**src/logic/rv_defs.svh**
```systemverilog
`ifndef RV_DEFS_SVH
`define RV_DEFS_SVH

////////////////////////////////////////////////
// Datapath sizing
////////////////////////////////////////////////

// Width of one data word and one instruction
`define RV_XLEN 32

// Architectural register count, x0 included
`define RV_NREGS 32

// Bits needed to index one register
`define RV_RADDR_W 5

`endif

```
**src/logic/rv_pkg.sv**
```systemverilog
`include "rv_defs.svh"

package rv_pkg;

    ////////////////////////////////////////////////
    // Width types
    ////////////////////////////////////////////////

    typedef logic [`RV_XLEN-1:0]    word_t;
    typedef logic [`RV_RADDR_W-1:0] reg_addr_t;
    typedef logic [`RV_XLEN-1:0]    instr_t;

    ////////////////////////////////////////////////
    // Encodings
    ////////////////////////////////////////////////

    // ALU function, handed straight to execute
    typedef enum logic [3:0] {
        ALU_ADD, ALU_SUB, ALU_SLL, ALU_SLT, ALU_SLTU, ALU_XOR,
        ALU_SRL, ALU_SRA, ALU_OR, ALU_AND, ALU_PASS_B
    } alu_op_t;

    // Branch condition; BR_JUMP is unconditional
    typedef enum logic [2:0] {
        BR_NONE, BR_EQ, BR_NE, BR_LT, BR_GE, BR_LTU, BR_GEU, BR_JUMP
    } branch_t;

    // Immediate layout picked by the decoder
    typedef enum logic [2:0] {
        IMM_I, IMM_S, IMM_B, IMM_U, IMM_J
    } imm_fmt_t;

    ////////////////////////////////////////////////
    // Bundles
    ////////////////////////////////////////////////

    // 26-bit control word, rd in the top bits
    typedef struct packed {
        reg_addr_t rd;
        reg_addr_t rs2;
        reg_addr_t rs1;
        alu_op_t   alu_fn;
        logic      reg_we;
        logic      mem_read;
        logic      mem_to_reg;
        logic      b_is_imm;
        logic [2:0] mem_type;
    } ctrl_t;

    // Writeback port back into the register file
    typedef struct packed {
        logic      we;
        reg_addr_t rd;
        word_t     data;
    } wb_port_t;

    // Everything that crosses from ID into EX
    typedef struct packed {
        ctrl_t   ctrl;
        branch_t branch;
        word_t   op_a;
        word_t   op_b;
        word_t   store_data;
        word_t   pc_plus4;
        logic    pred_taken;
    } id_ex_t;

endpackage

```
**src/logic/rv32i_decoder.sv**
```systemverilog
`timescale 1ns/100ps

module rv32i_decoder (
    input  rv_pkg::instr_t   instr_i,
    output rv_pkg::ctrl_t    ctrl_o,
    output rv_pkg::branch_t  branch_o,
    output rv_pkg::imm_fmt_t imm_fmt_o
);

    // Base opcodes, bits 6:0 including the 11 suffix
    localparam logic [6:0] OPC_LUI    = 7'b0110111;
    localparam logic [6:0] OPC_AUIPC  = 7'b0010111;
    localparam logic [6:0] OPC_JAL    = 7'b1101111;
    localparam logic [6:0] OPC_JALR   = 7'b1100111;
    localparam logic [6:0] OPC_BRANCH = 7'b1100011;
    localparam logic [6:0] OPC_LOAD   = 7'b0000011;
    localparam logic [6:0] OPC_STORE  = 7'b0100011;
    localparam logic [6:0] OPC_OPIMM  = 7'b0010011;
    localparam logic [6:0] OPC_OP     = 7'b0110011;

    // Instruction fields
    logic [6:0]        opcode;
    logic [2:0]        funct3;
    logic              funct7_b5;
    rv_pkg::reg_addr_t rd_f;
    rv_pkg::reg_addr_t rs1_f;
    rv_pkg::reg_addr_t rs2_f;

    assign opcode    = instr_i[6:0];
    assign funct3    = instr_i[14:12];
    assign funct7_b5 = instr_i[30];
    assign rd_f      = instr_i[11:7];
    assign rs1_f     = instr_i[19:15];
    assign rs2_f     = instr_i[24:20];

    // funct3 to ALU function; alt picks SUB or SRA
    function automatic rv_pkg::alu_op_t alu_from_funct3(input logic [2:0] f3, input logic alt);
        rv_pkg::alu_op_t fn;
        case (f3)
            3'b000:  fn = alt ? rv_pkg::ALU_SUB : rv_pkg::ALU_ADD;
            3'b001:  fn = rv_pkg::ALU_SLL;
            3'b010:  fn = rv_pkg::ALU_SLT;
            3'b011:  fn = rv_pkg::ALU_SLTU;
            3'b100:  fn = rv_pkg::ALU_XOR;
            3'b101:  fn = alt ? rv_pkg::ALU_SRA : rv_pkg::ALU_SRL;
            3'b110:  fn = rv_pkg::ALU_OR;
            default: fn = rv_pkg::ALU_AND;
        endcase
        return fn;
    endfunction

    // Branch funct3 to condition
    function automatic rv_pkg::branch_t br_from_funct3(input logic [2:0] f3);
        rv_pkg::branch_t br;
        case (f3)
            3'b000:  br = rv_pkg::BR_EQ;
            3'b001:  br = rv_pkg::BR_NE;
            3'b100:  br = rv_pkg::BR_LT;
            3'b101:  br = rv_pkg::BR_GE;
            3'b110:  br = rv_pkg::BR_LTU;
            3'b111:  br = rv_pkg::BR_GEU;
            default: br = rv_pkg::BR_NONE;
        endcase
        return br;
    endfunction

    ////////////////////////////////////////////////
    // Main decode
    ////////////////////////////////////////////////

    always_comb begin
        // Unknown opcode leaves everything at zero
        ctrl_o    = '0;
        branch_o  = rv_pkg::BR_NONE;
        imm_fmt_o = rv_pkg::IMM_I;
        case (opcode)
            OPC_LUI: begin
                ctrl_o.rd       = rd_f;
                ctrl_o.alu_fn   = rv_pkg::ALU_PASS_B;
                ctrl_o.reg_we   = 1'b1;
                ctrl_o.b_is_imm = 1'b1;
                imm_fmt_o       = rv_pkg::IMM_U;
            end
            OPC_AUIPC: begin
                // rs1 stays 0, execute adds the PC elsewhere
                ctrl_o.rd       = rd_f;
                ctrl_o.alu_fn   = rv_pkg::ALU_ADD;
                ctrl_o.reg_we   = 1'b1;
                ctrl_o.b_is_imm = 1'b1;
                imm_fmt_o       = rv_pkg::IMM_U;
            end
            OPC_JAL: begin
                ctrl_o.rd       = rd_f;
                ctrl_o.reg_we   = 1'b1;
                ctrl_o.b_is_imm = 1'b1;
                branch_o        = rv_pkg::BR_JUMP;
                imm_fmt_o       = rv_pkg::IMM_J;
            end
            OPC_JALR: begin
                ctrl_o.rd       = rd_f;
                ctrl_o.rs1      = rs1_f;
                ctrl_o.reg_we   = 1'b1;
                ctrl_o.b_is_imm = 1'b1;
                branch_o        = rv_pkg::BR_JUMP;
            end
            OPC_BRANCH: begin
                // Compare rides on rs2 via store_data, offset on op B
                ctrl_o.rs1      = rs1_f;
                ctrl_o.rs2      = rs2_f;
                ctrl_o.alu_fn   = rv_pkg::ALU_SUB;
                ctrl_o.b_is_imm = 1'b1;
                branch_o        = br_from_funct3(funct3);
                imm_fmt_o       = rv_pkg::IMM_B;
            end
            OPC_LOAD: begin
                ctrl_o.rd         = rd_f;
                ctrl_o.rs1        = rs1_f;
                ctrl_o.reg_we     = 1'b1;
                ctrl_o.mem_read   = 1'b1;
                ctrl_o.mem_to_reg = 1'b1;
                ctrl_o.b_is_imm   = 1'b1;
                ctrl_o.mem_type   = funct3;
            end
            OPC_STORE: begin
                ctrl_o.rs1      = rs1_f;
                ctrl_o.rs2      = rs2_f;
                ctrl_o.b_is_imm = 1'b1;
                ctrl_o.mem_type = funct3;
                imm_fmt_o       = rv_pkg::IMM_S;
            end
            OPC_OPIMM: begin
                // Only the shift-right slot honours bit 30 here
                ctrl_o.rd       = rd_f;
                ctrl_o.rs1      = rs1_f;
                ctrl_o.alu_fn   = alu_from_funct3(funct3, funct7_b5 && (funct3 == 3'b101));
                ctrl_o.reg_we   = 1'b1;
                ctrl_o.b_is_imm = 1'b1;
            end
            OPC_OP: begin
                ctrl_o.rd     = rd_f;
                ctrl_o.rs1    = rs1_f;
                ctrl_o.rs2    = rs2_f;
                ctrl_o.alu_fn = alu_from_funct3(funct3, funct7_b5);
                ctrl_o.reg_we = 1'b1;
            end
            default: ;
        endcase
    end

endmodule

```
**src/logic/imm_gen.sv**
```systemverilog
`timescale 1ns/100ps

`include "rv_defs.svh"

module imm_gen (
    input  rv_pkg::instr_t   instr_i,
    input  rv_pkg::imm_fmt_t fmt_i,
    output rv_pkg::word_t    imm_o
);

    // Sign bit is always instruction bit 31
    logic sgn;

    assign sgn = instr_i[31];

    ////////////////////////////////////////////////
    // Format assembly
    ////////////////////////////////////////////////

    always_comb begin
        case (fmt_i)
            rv_pkg::IMM_I: imm_o = {{(`RV_XLEN-12){sgn}}, instr_i[31:20]};
            rv_pkg::IMM_S: imm_o = {{(`RV_XLEN-12){sgn}}, instr_i[31:25], instr_i[11:7]};
            // B and J scale by two, bit 0 always clear
            rv_pkg::IMM_B: imm_o = {{(`RV_XLEN-13){sgn}}, sgn, instr_i[7],
                                    instr_i[30:25], instr_i[11:8], 1'b0};
            rv_pkg::IMM_J: imm_o = {{(`RV_XLEN-21){sgn}}, sgn, instr_i[19:12],
                                    instr_i[20], instr_i[30:21], 1'b0};
            // Upper immediate, low 12 bits zero
            rv_pkg::IMM_U: imm_o = {instr_i[31:12], 12'b0};
            default:       imm_o = '0;
        endcase
    end

endmodule

```
**src/logic/register_file.sv**
```systemverilog
`timescale 1ns/100ps

`include "rv_defs.svh"

module register_file (
    input  logic              clk_i,
    input  logic              rst_n_i,
    input  rv_pkg::reg_addr_t rs1_i,
    input  rv_pkg::reg_addr_t rs2_i,
    input  rv_pkg::wb_port_t  wb_i,
    output rv_pkg::word_t     rs1_data_o,
    output rv_pkg::word_t     rs2_data_o
);

    // Storage, entry 0 never written
    rv_pkg::word_t regs [`RV_NREGS];

    // x0 reads zero; same-cycle writeback wins over the array
    function automatic rv_pkg::word_t read_port(input rv_pkg::reg_addr_t addr,
                                                input rv_pkg::word_t stored,
                                                input rv_pkg::wb_port_t wb);
        rv_pkg::word_t val;
        if (addr == '0)
            val = '0;
        else if (wb.we && (wb.rd == addr))
            val = wb.data;
        else
            val = stored;
        return val;
    endfunction

    ////////////////////////////////////////////////
    // Write port
    ////////////////////////////////////////////////

    always_ff @(posedge clk_i) begin
        if (!rst_n_i) begin
            for (int i = 0; i < `RV_NREGS; i++)
                regs[i] <= '0;
        end else if (wb_i.we && (wb_i.rd != '0)) begin
            regs[wb_i.rd] <= wb_i.data;
        end
    end

    // Two identical read ports
    assign rs1_data_o = read_port(rs1_i, regs[rs1_i], wb_i);
    assign rs2_data_o = read_port(rs2_i, regs[rs2_i], wb_i);

endmodule

```
**src/logic/decode_stage.sv**
```systemverilog
`timescale 1ns/100ps

module decode_stage (
    input  logic              clk_i,
    input  logic              rst_n_i,
    input  rv_pkg::instr_t    instr_i,
    input  rv_pkg::word_t     pc_plus4_i,
    input  logic              pred_taken_i,
    input  logic              bubble_i,
    input  rv_pkg::wb_port_t  wb_i,
    output rv_pkg::id_ex_t    id_o
);

    // Raw decoder outputs, before masking
    rv_pkg::ctrl_t    dec_ctrl;
    rv_pkg::branch_t  dec_branch;
    rv_pkg::imm_fmt_t imm_fmt;
    rv_pkg::word_t    imm;
    rv_pkg::word_t    rs1_data;
    rv_pkg::word_t    rs2_data;
    logic             ctrl_keep;

    ////////////////////////////////////////////////
    // Submodules
    ////////////////////////////////////////////////

    rv32i_decoder u_decoder (
        .instr_i   (instr_i),
        .ctrl_o    (dec_ctrl),
        .branch_o  (dec_branch),
        .imm_fmt_o (imm_fmt)
    );

    imm_gen u_imm_gen (
        .instr_i (instr_i),
        .fmt_i   (imm_fmt),
        .imm_o   (imm)
    );

    // Read addresses come from ctrl so AUIPC and LUI read x0
    register_file u_regfile (
        .clk_i      (clk_i),
        .rst_n_i    (rst_n_i),
        .rs1_i      (dec_ctrl.rs1),
        .rs2_i      (dec_ctrl.rs2),
        .wb_i       (wb_i),
        .rs1_data_o (rs1_data),
        .rs2_data_o (rs2_data)
    );

    // Kill control on a bubble or a non-32-bit encoding
    assign ctrl_keep = !bubble_i && (instr_i[1:0] == 2'b11);

    ////////////////////////////////////////////////
    // ID/EX word assembly
    ////////////////////////////////////////////////

    always_comb begin
        id_o.ctrl       = ctrl_keep ? dec_ctrl : '0;
        id_o.branch     = ctrl_keep ? dec_branch : rv_pkg::BR_NONE;
        id_o.op_a       = rs1_data;
        // Operand B mux
        id_o.op_b       = dec_ctrl.b_is_imm ? imm : rs2_data;
        id_o.store_data = rs2_data;
        id_o.pc_plus4   = pc_plus4_i;
        id_o.pred_taken = pred_taken_i;
    end

endmodule

```
**src/logic/id_ex_register.sv**
```systemverilog
`timescale 1ns/100ps

module id_ex_register (
    input  logic           clk_i,
    input  logic           rst_n_i,
    input  rv_pkg::id_ex_t id_i,
    output rv_pkg::id_ex_t id_ex_o
);

    // Control half, cleared by reset
    rv_pkg::ctrl_t   ctrl_q;
    rv_pkg::branch_t branch_q;

    // Payload half, free running
    rv_pkg::word_t op_a_q;
    rv_pkg::word_t op_b_q;
    rv_pkg::word_t store_data_q;
    rv_pkg::word_t pc_plus4_q;
    logic          pred_taken_q;

    ////////////////////////////////////////////////
    // Registers
    ////////////////////////////////////////////////

    always_ff @(posedge clk_i) begin
        if (!rst_n_i) begin
            ctrl_q   <= '0;
            branch_q <= rv_pkg::BR_NONE;
        end else begin
            ctrl_q   <= id_i.ctrl;
            branch_q <= id_i.branch;
        end
    end

    always_ff @(posedge clk_i) begin
        op_a_q       <= id_i.op_a;
        op_b_q       <= id_i.op_b;
        store_data_q <= id_i.store_data;
        pc_plus4_q   <= id_i.pc_plus4;
        pred_taken_q <= id_i.pred_taken;
    end

    // Repack for EX
    assign id_ex_o = '{ctrl: ctrl_q, branch: branch_q, op_a: op_a_q, op_b: op_b_q,
                       store_data: store_data_q, pc_plus4: pc_plus4_q,
                       pred_taken: pred_taken_q};

endmodule

```
**src/logic/id_top.sv**
```systemverilog
`timescale 1ns/100ps

module id_top (
    input  logic             clk_i,
    input  logic             rst_n_i,
    input  rv_pkg::instr_t   instr_i,
    input  rv_pkg::word_t    pc_plus4_i,
    input  logic             pred_taken_i,
    input  logic             bubble_i,
    input  rv_pkg::wb_port_t wb_i,
    output rv_pkg::id_ex_t   id_ex_o
);

    // Combinational ID result, same cycle as instr_i
    rv_pkg::id_ex_t id_d;

    ////////////////////////////////////////////////
    // Decode then register
    ////////////////////////////////////////////////

    decode_stage u_decode (
        .clk_i        (clk_i),
        .rst_n_i      (rst_n_i),
        .instr_i      (instr_i),
        .pc_plus4_i   (pc_plus4_i),
        .pred_taken_i (pred_taken_i),
        .bubble_i     (bubble_i),
        .wb_i         (wb_i),
        .id_o         (id_d)
    );

    id_ex_register u_id_ex (
        .clk_i   (clk_i),
        .rst_n_i (rst_n_i),
        .id_i    (id_d),
        .id_ex_o (id_ex_o)
    );

endmodule

```
**config.mk**
```make
export PLATFORM = sky130hd
export DESIGN_NAME = id_top
export DESIGN_NICKNAME = d
export VERILOG_FILES = /design/src/logic/rv_pkg.sv /design/src/logic/rv32i_decoder.sv /design/src/logic/imm_gen.sv /design/src/logic/register_file.sv /design/src/logic/decode_stage.sv /design/src/logic/id_ex_register.sv /design/src/logic/id_top.sv
export VERILOG_INCLUDE_DIRS = /design/src /design/src/logic
export SDC_FILE = /design/constraint.sdc
export NUM_CORES = 2
export LEC_CHECK = 0
export BUFFER_PORTS_ARGS = -buffer_cell sky130_fd_sc_hd__buf_2
export CORE_MARGIN = 1
export CORE_UTILIZATION = 35
export CTS_CLUSTER_SIZE = 40
export DETAILED_ROUTE_END_ITERATION = 7
export PLACE_DENSITY = 0.62
export SKIP_LAST_GASP = 1
export SYNTH_ARGS = -nofsm -noshare
export SYNTH_HDL_FRONTEND = slang
export SYNTH_SLANG_ARGS = --single-unit
export TNS_END_PERCENT = 20
```
**constraint.sdc**
```tcl
create_clock -name clk_i -period 4.2 [get_ports clk_i]
set_input_delay 0.63 -clock clk_i [delete_from_list [all_inputs] [get_ports clk_i]]
set_output_delay 0.63 -clock clk_i [all_outputs]
set_load 0.01 [all_outputs]
```
==> flow_metrics.tcl <==
set metrics [dict create \
    wirelength_um 289000 \
    fin_crit_ns 3.85 \
    yosysWarnings 0 \
    startpoint_type "input pin" \
    p_sw_mw 7.58 \
    ioPinCount 264 \
    path_class "in -> reg" \
    synth_compound_area_frac 0.140 \
    muxShareOfSynthArea 0.0869 \
    die_h_um 421 \
    cpMostUsedCell "buf_4" \
    synthesis.area_um2 61600 \
    fillCellCount 16400 \
    cts_root_buf "clkbuf_16" \
    cts.clk_slew.worst_paths_ns 0.06 \
    power.total_mw 29.1 \
    yosys-top-cells-count "1024 x edfxtp_1, 1007 x and2_1, 530 x nand2_1" \
    h-tree-depth 4 \
    report.final.slew_viol_count 0 \
    synth_cell_type_count 91 \
    wl_per_cell_um 35.1 \
    syn_to_final_growth_pct 17.6 \
    cts_resized 0 \
    core_um2 174000 \
    clockBufferDepth 3 \
    relSlewSlack 0.0824 \
    cts_tree "done" \
    rsz0062_at_grt "no" \
    synth_edf_count 1024 \
    placementRows 153 \
    synth-seq-area-share 0.550 \
    routed_via_density 6.35 \
    cts.sinks 1181 \
    clkLatencyLatePin_ns 0.84 \
    p_leak_nw 26.3 \
    synthCells 5576 \
    antenna_found_initial 42 \
    outcome "complete, no violations" \
    worstMarginPinSlew_ns 1.37 \
    drt_first_pass_iters 6 \
    grt_pass1_wl_um 396000 \
    synth-xor-area-share 0.000711 \
    grt_overflow 0 \
    finalCritPeriodShare 0.918 \
    max_stage_delay_ns 1.00 \
    synth_area_leaders "edfxtp_1 50%, and2_1 10%, dfxtp_1 5.1%, mux2i_1 5.0%, nand2_1 3.2%" \
    layout-drive-gt1-share 0.184 \
    die_area_um2 178000 \
    async_reset_ff_frac 0 \
    max_cap_violations 0 \
    antenna_left 0 \
    syn_avg_cell_area_um2 11.0 \
    dp.cells 7935 \
    synth_top_area_frac 0.499 \
    ff2ff_path_depth 7 \
    grt_max_degree 87 \
    nNetsFinal 5894 \
    yosysMostFrequentCell "edfxtp_1" \
    routed-via-count 52400 \
    synth_top_family_by_area "simple AND/OR/NAND/NOR gates" \
    path_cells "buf_2, and4b_2, nand3_4, buf_4, nor2_1, buf_4, a221o_1, nor4_1, buf_4, o31ai_1, a221oi_1" \
    internal_power_mw 21.5 \
    synthAdderAreaFrac 0 \
    seq_power_share 0.472 \
    track_usage 0.315 \
    cts_setup_buffers 0 \
    synthSimpleGateAreaFrac 0.182 \
    die_w_um 421 \
    crit_end "u_id_ex.op_b_q[23]" \
    dp_hpwl_um 180000 \
    swShare 0.261 \
    synth-seq-cells 1181 \
    start_util 0.353 \
    grt_pass1_vias 50100 \
    gp_congestion 1.00 \
    hold_path_class "in -> reg" \
    clkPwrFrac 0.437 \
    end_kind "flip-flop" \
    p_comb_frac 0.091 \
    arrival_ns 4.56 \
    r2r_slack_ns 1.27 \
    p_per_area_nw_per_um2 401 \
    cts_made_buffers 143 \
    drcViolationCount 0 \
    reg2reg_to "u_id_ex.op_b_q[28]" \
    hold_viol 0 \
    setup_viol 0 \
    finalClockSkew_ns 0.0575 \
    timing.rr.start "u_decode.u_regfile.regs[29][28]" \
    critPathSlowestCell "nor4_1" \
    final_cells 8254 \
    crit_required_ns 4.91 \
    yosysTopAreaCell "edfxtp_1" \
    port_buffers 263 \
    yosys_most_used_dff "edfxtp_1" \
    drt_iter0_drc 9103 \
    startpoint "instr_i[2]" \
    max-vdd-ir-drop_mv 0.397 \
    cp_max_fo 26 \
    clock.fmax_mhz 259 \
]
==> routing by layer <==
layer  share of wire  track usage  vias to the layer above  wire (um)
met1            0.36        0.391                    25600     103000
met2            0.42        0.454                     4584     121000
met5         0.00032            0                        -         92
li1                -            -                    21100          -
met4           0.084        0.233                       12      24300
met3            0.14        0.103                     1107      41300
==> layout by cell type, fill, tap and decap left out, types with 20 or more instances in the layout <==
master            n
edfxtp_1       1024
and2_1         1006
nand2_1         529
mux2i_1         307
a21oi_1         277
buf_2           258
buf_4           252
o21ai_0         186
dfxtp_1         157
clkbuf_16       147
nand3_1         144
mux2_2          142
a221oi_1        140
nor2_1          130
a211oi_1         88
a31oi_1          64
a22oi_1          64
buf_12           62
a221o_1          53
nand4_1          51
nor2b_1          46
o22ai_1          35
dlygate4sd3_1    33
o21ai_4          32
conb_1           32
a32o_1           31
mux4_2           30
o211ai_1         29
nor3_1           28
clkinv_2         28
o31ai_1          27
o221ai_1         25
clkbuf_1         25
clkinv_1         24
nor4_1           23
inv_1            22
a211o_1          20
==> worst max-delay path, delay by kind of cell <==
kind,cells,cell delay [ns]
AOI/OAI and AO/OA,3,0.72
buffers and inverters,4,1.33
and+or+nand+nor,4,1.81
==> what timing repair did <==
action                                  4_1_cts  5_1_grt
hold buffers                                 33        0
endpoints found under the hold margin        33        0
endpoints found under the setup margin        0        0
==> registers in the layout (all words and copies together) (netlist names) <==
register / flops
u_id_ex.store_data_q: 32
u_id_ex.op_b_q: 32
u_id_ex.branch_q: 3
u_id_ex.id_ex_o: 25
u_id_ex.pc_plus4_q: 32
u_id_ex.pred_taken_q: 1
u_id_ex.op_a_q: 32
u_decode.u_regfile.regs: 1024
==> final cells by class <==
| class | instances | area (um2) | share of cell area |
|---|---|---|---|
| clock inverter | 84 | 786 | 0.0108 |
| timing repair buffer | 608 | 4800 | 0.0662 |
| tap | 2325 | 2910 | 0.0402 |
| multi-input combinational | 3829 | 26000 | 0.359 |
| inverter | 25 | 93.8 | 0.00130 |
| clock buffer | 183 | 3920 | 0.0542 |
| antenna | 19 | 47.5 | 0.000656 |
| sequential | 1181 | 33900 | 0.468 |
==> cell families after synthesis <==
group / count (synthesis)
and+or+nand+nor: 2076
AOI/OAI and AO/OA: 1237
DFF: 1181
buffers and inverters: 597
muxes: 479
xor gates and xnor gates: 5
other: 1
==> per-stage QoR <==
stage,hold WS (ns),cell area (um2),utilization,TNS [ns],setup WS [ns]
after detailed placement,0.734,67300,0.387,-0.00325,-0.00325
final,0.0736,72400,0.416,0,0.345
after global placement,0.732,67300,0.387,0,0.0533
after CTS,0.0438,72400,0.415,0,0.841
after global routing,0.0741,72400,0.416,0,0.477
after floorplan,0.653,61700,-,-40.03,-0.142
==> power groups by stage <==
stage,registers (mW),clock network (mW),logic (mW)
finish,13.7,12.7,2.64
global route,13.8,13.2,2.68
floorplan,13.9,0,1.32
global placement,13.9,0,2.48
detailed placement,13.9,0,2.50
CTS,13.7,12.8,2.53
==> worst min path at each step <==
stage	start	endpoint	slack (ns)	cells past startpoint
CTS	instr_i[8]	u_id_ex.id_ex_o[154]	0.04	2
detailed placement	pc_plus4_i[13]	u_id_ex.pc_plus4_q[13]	0.73	1
floorplan	u_decode.u_regfile.regs[14][15]	u_id_ex.store_data_q[15]	0.65	4
finish	instr_i[8]	u_id_ex.id_ex_o[154]	0.07	2
global placement	pc_plus4_i[8]	u_id_ex.pc_plus4_q[8]	0.73	1
global route	instr_i[8]	u_id_ex.id_ex_o[154]	0.07	2
Power figures use the tool's default switching activity.
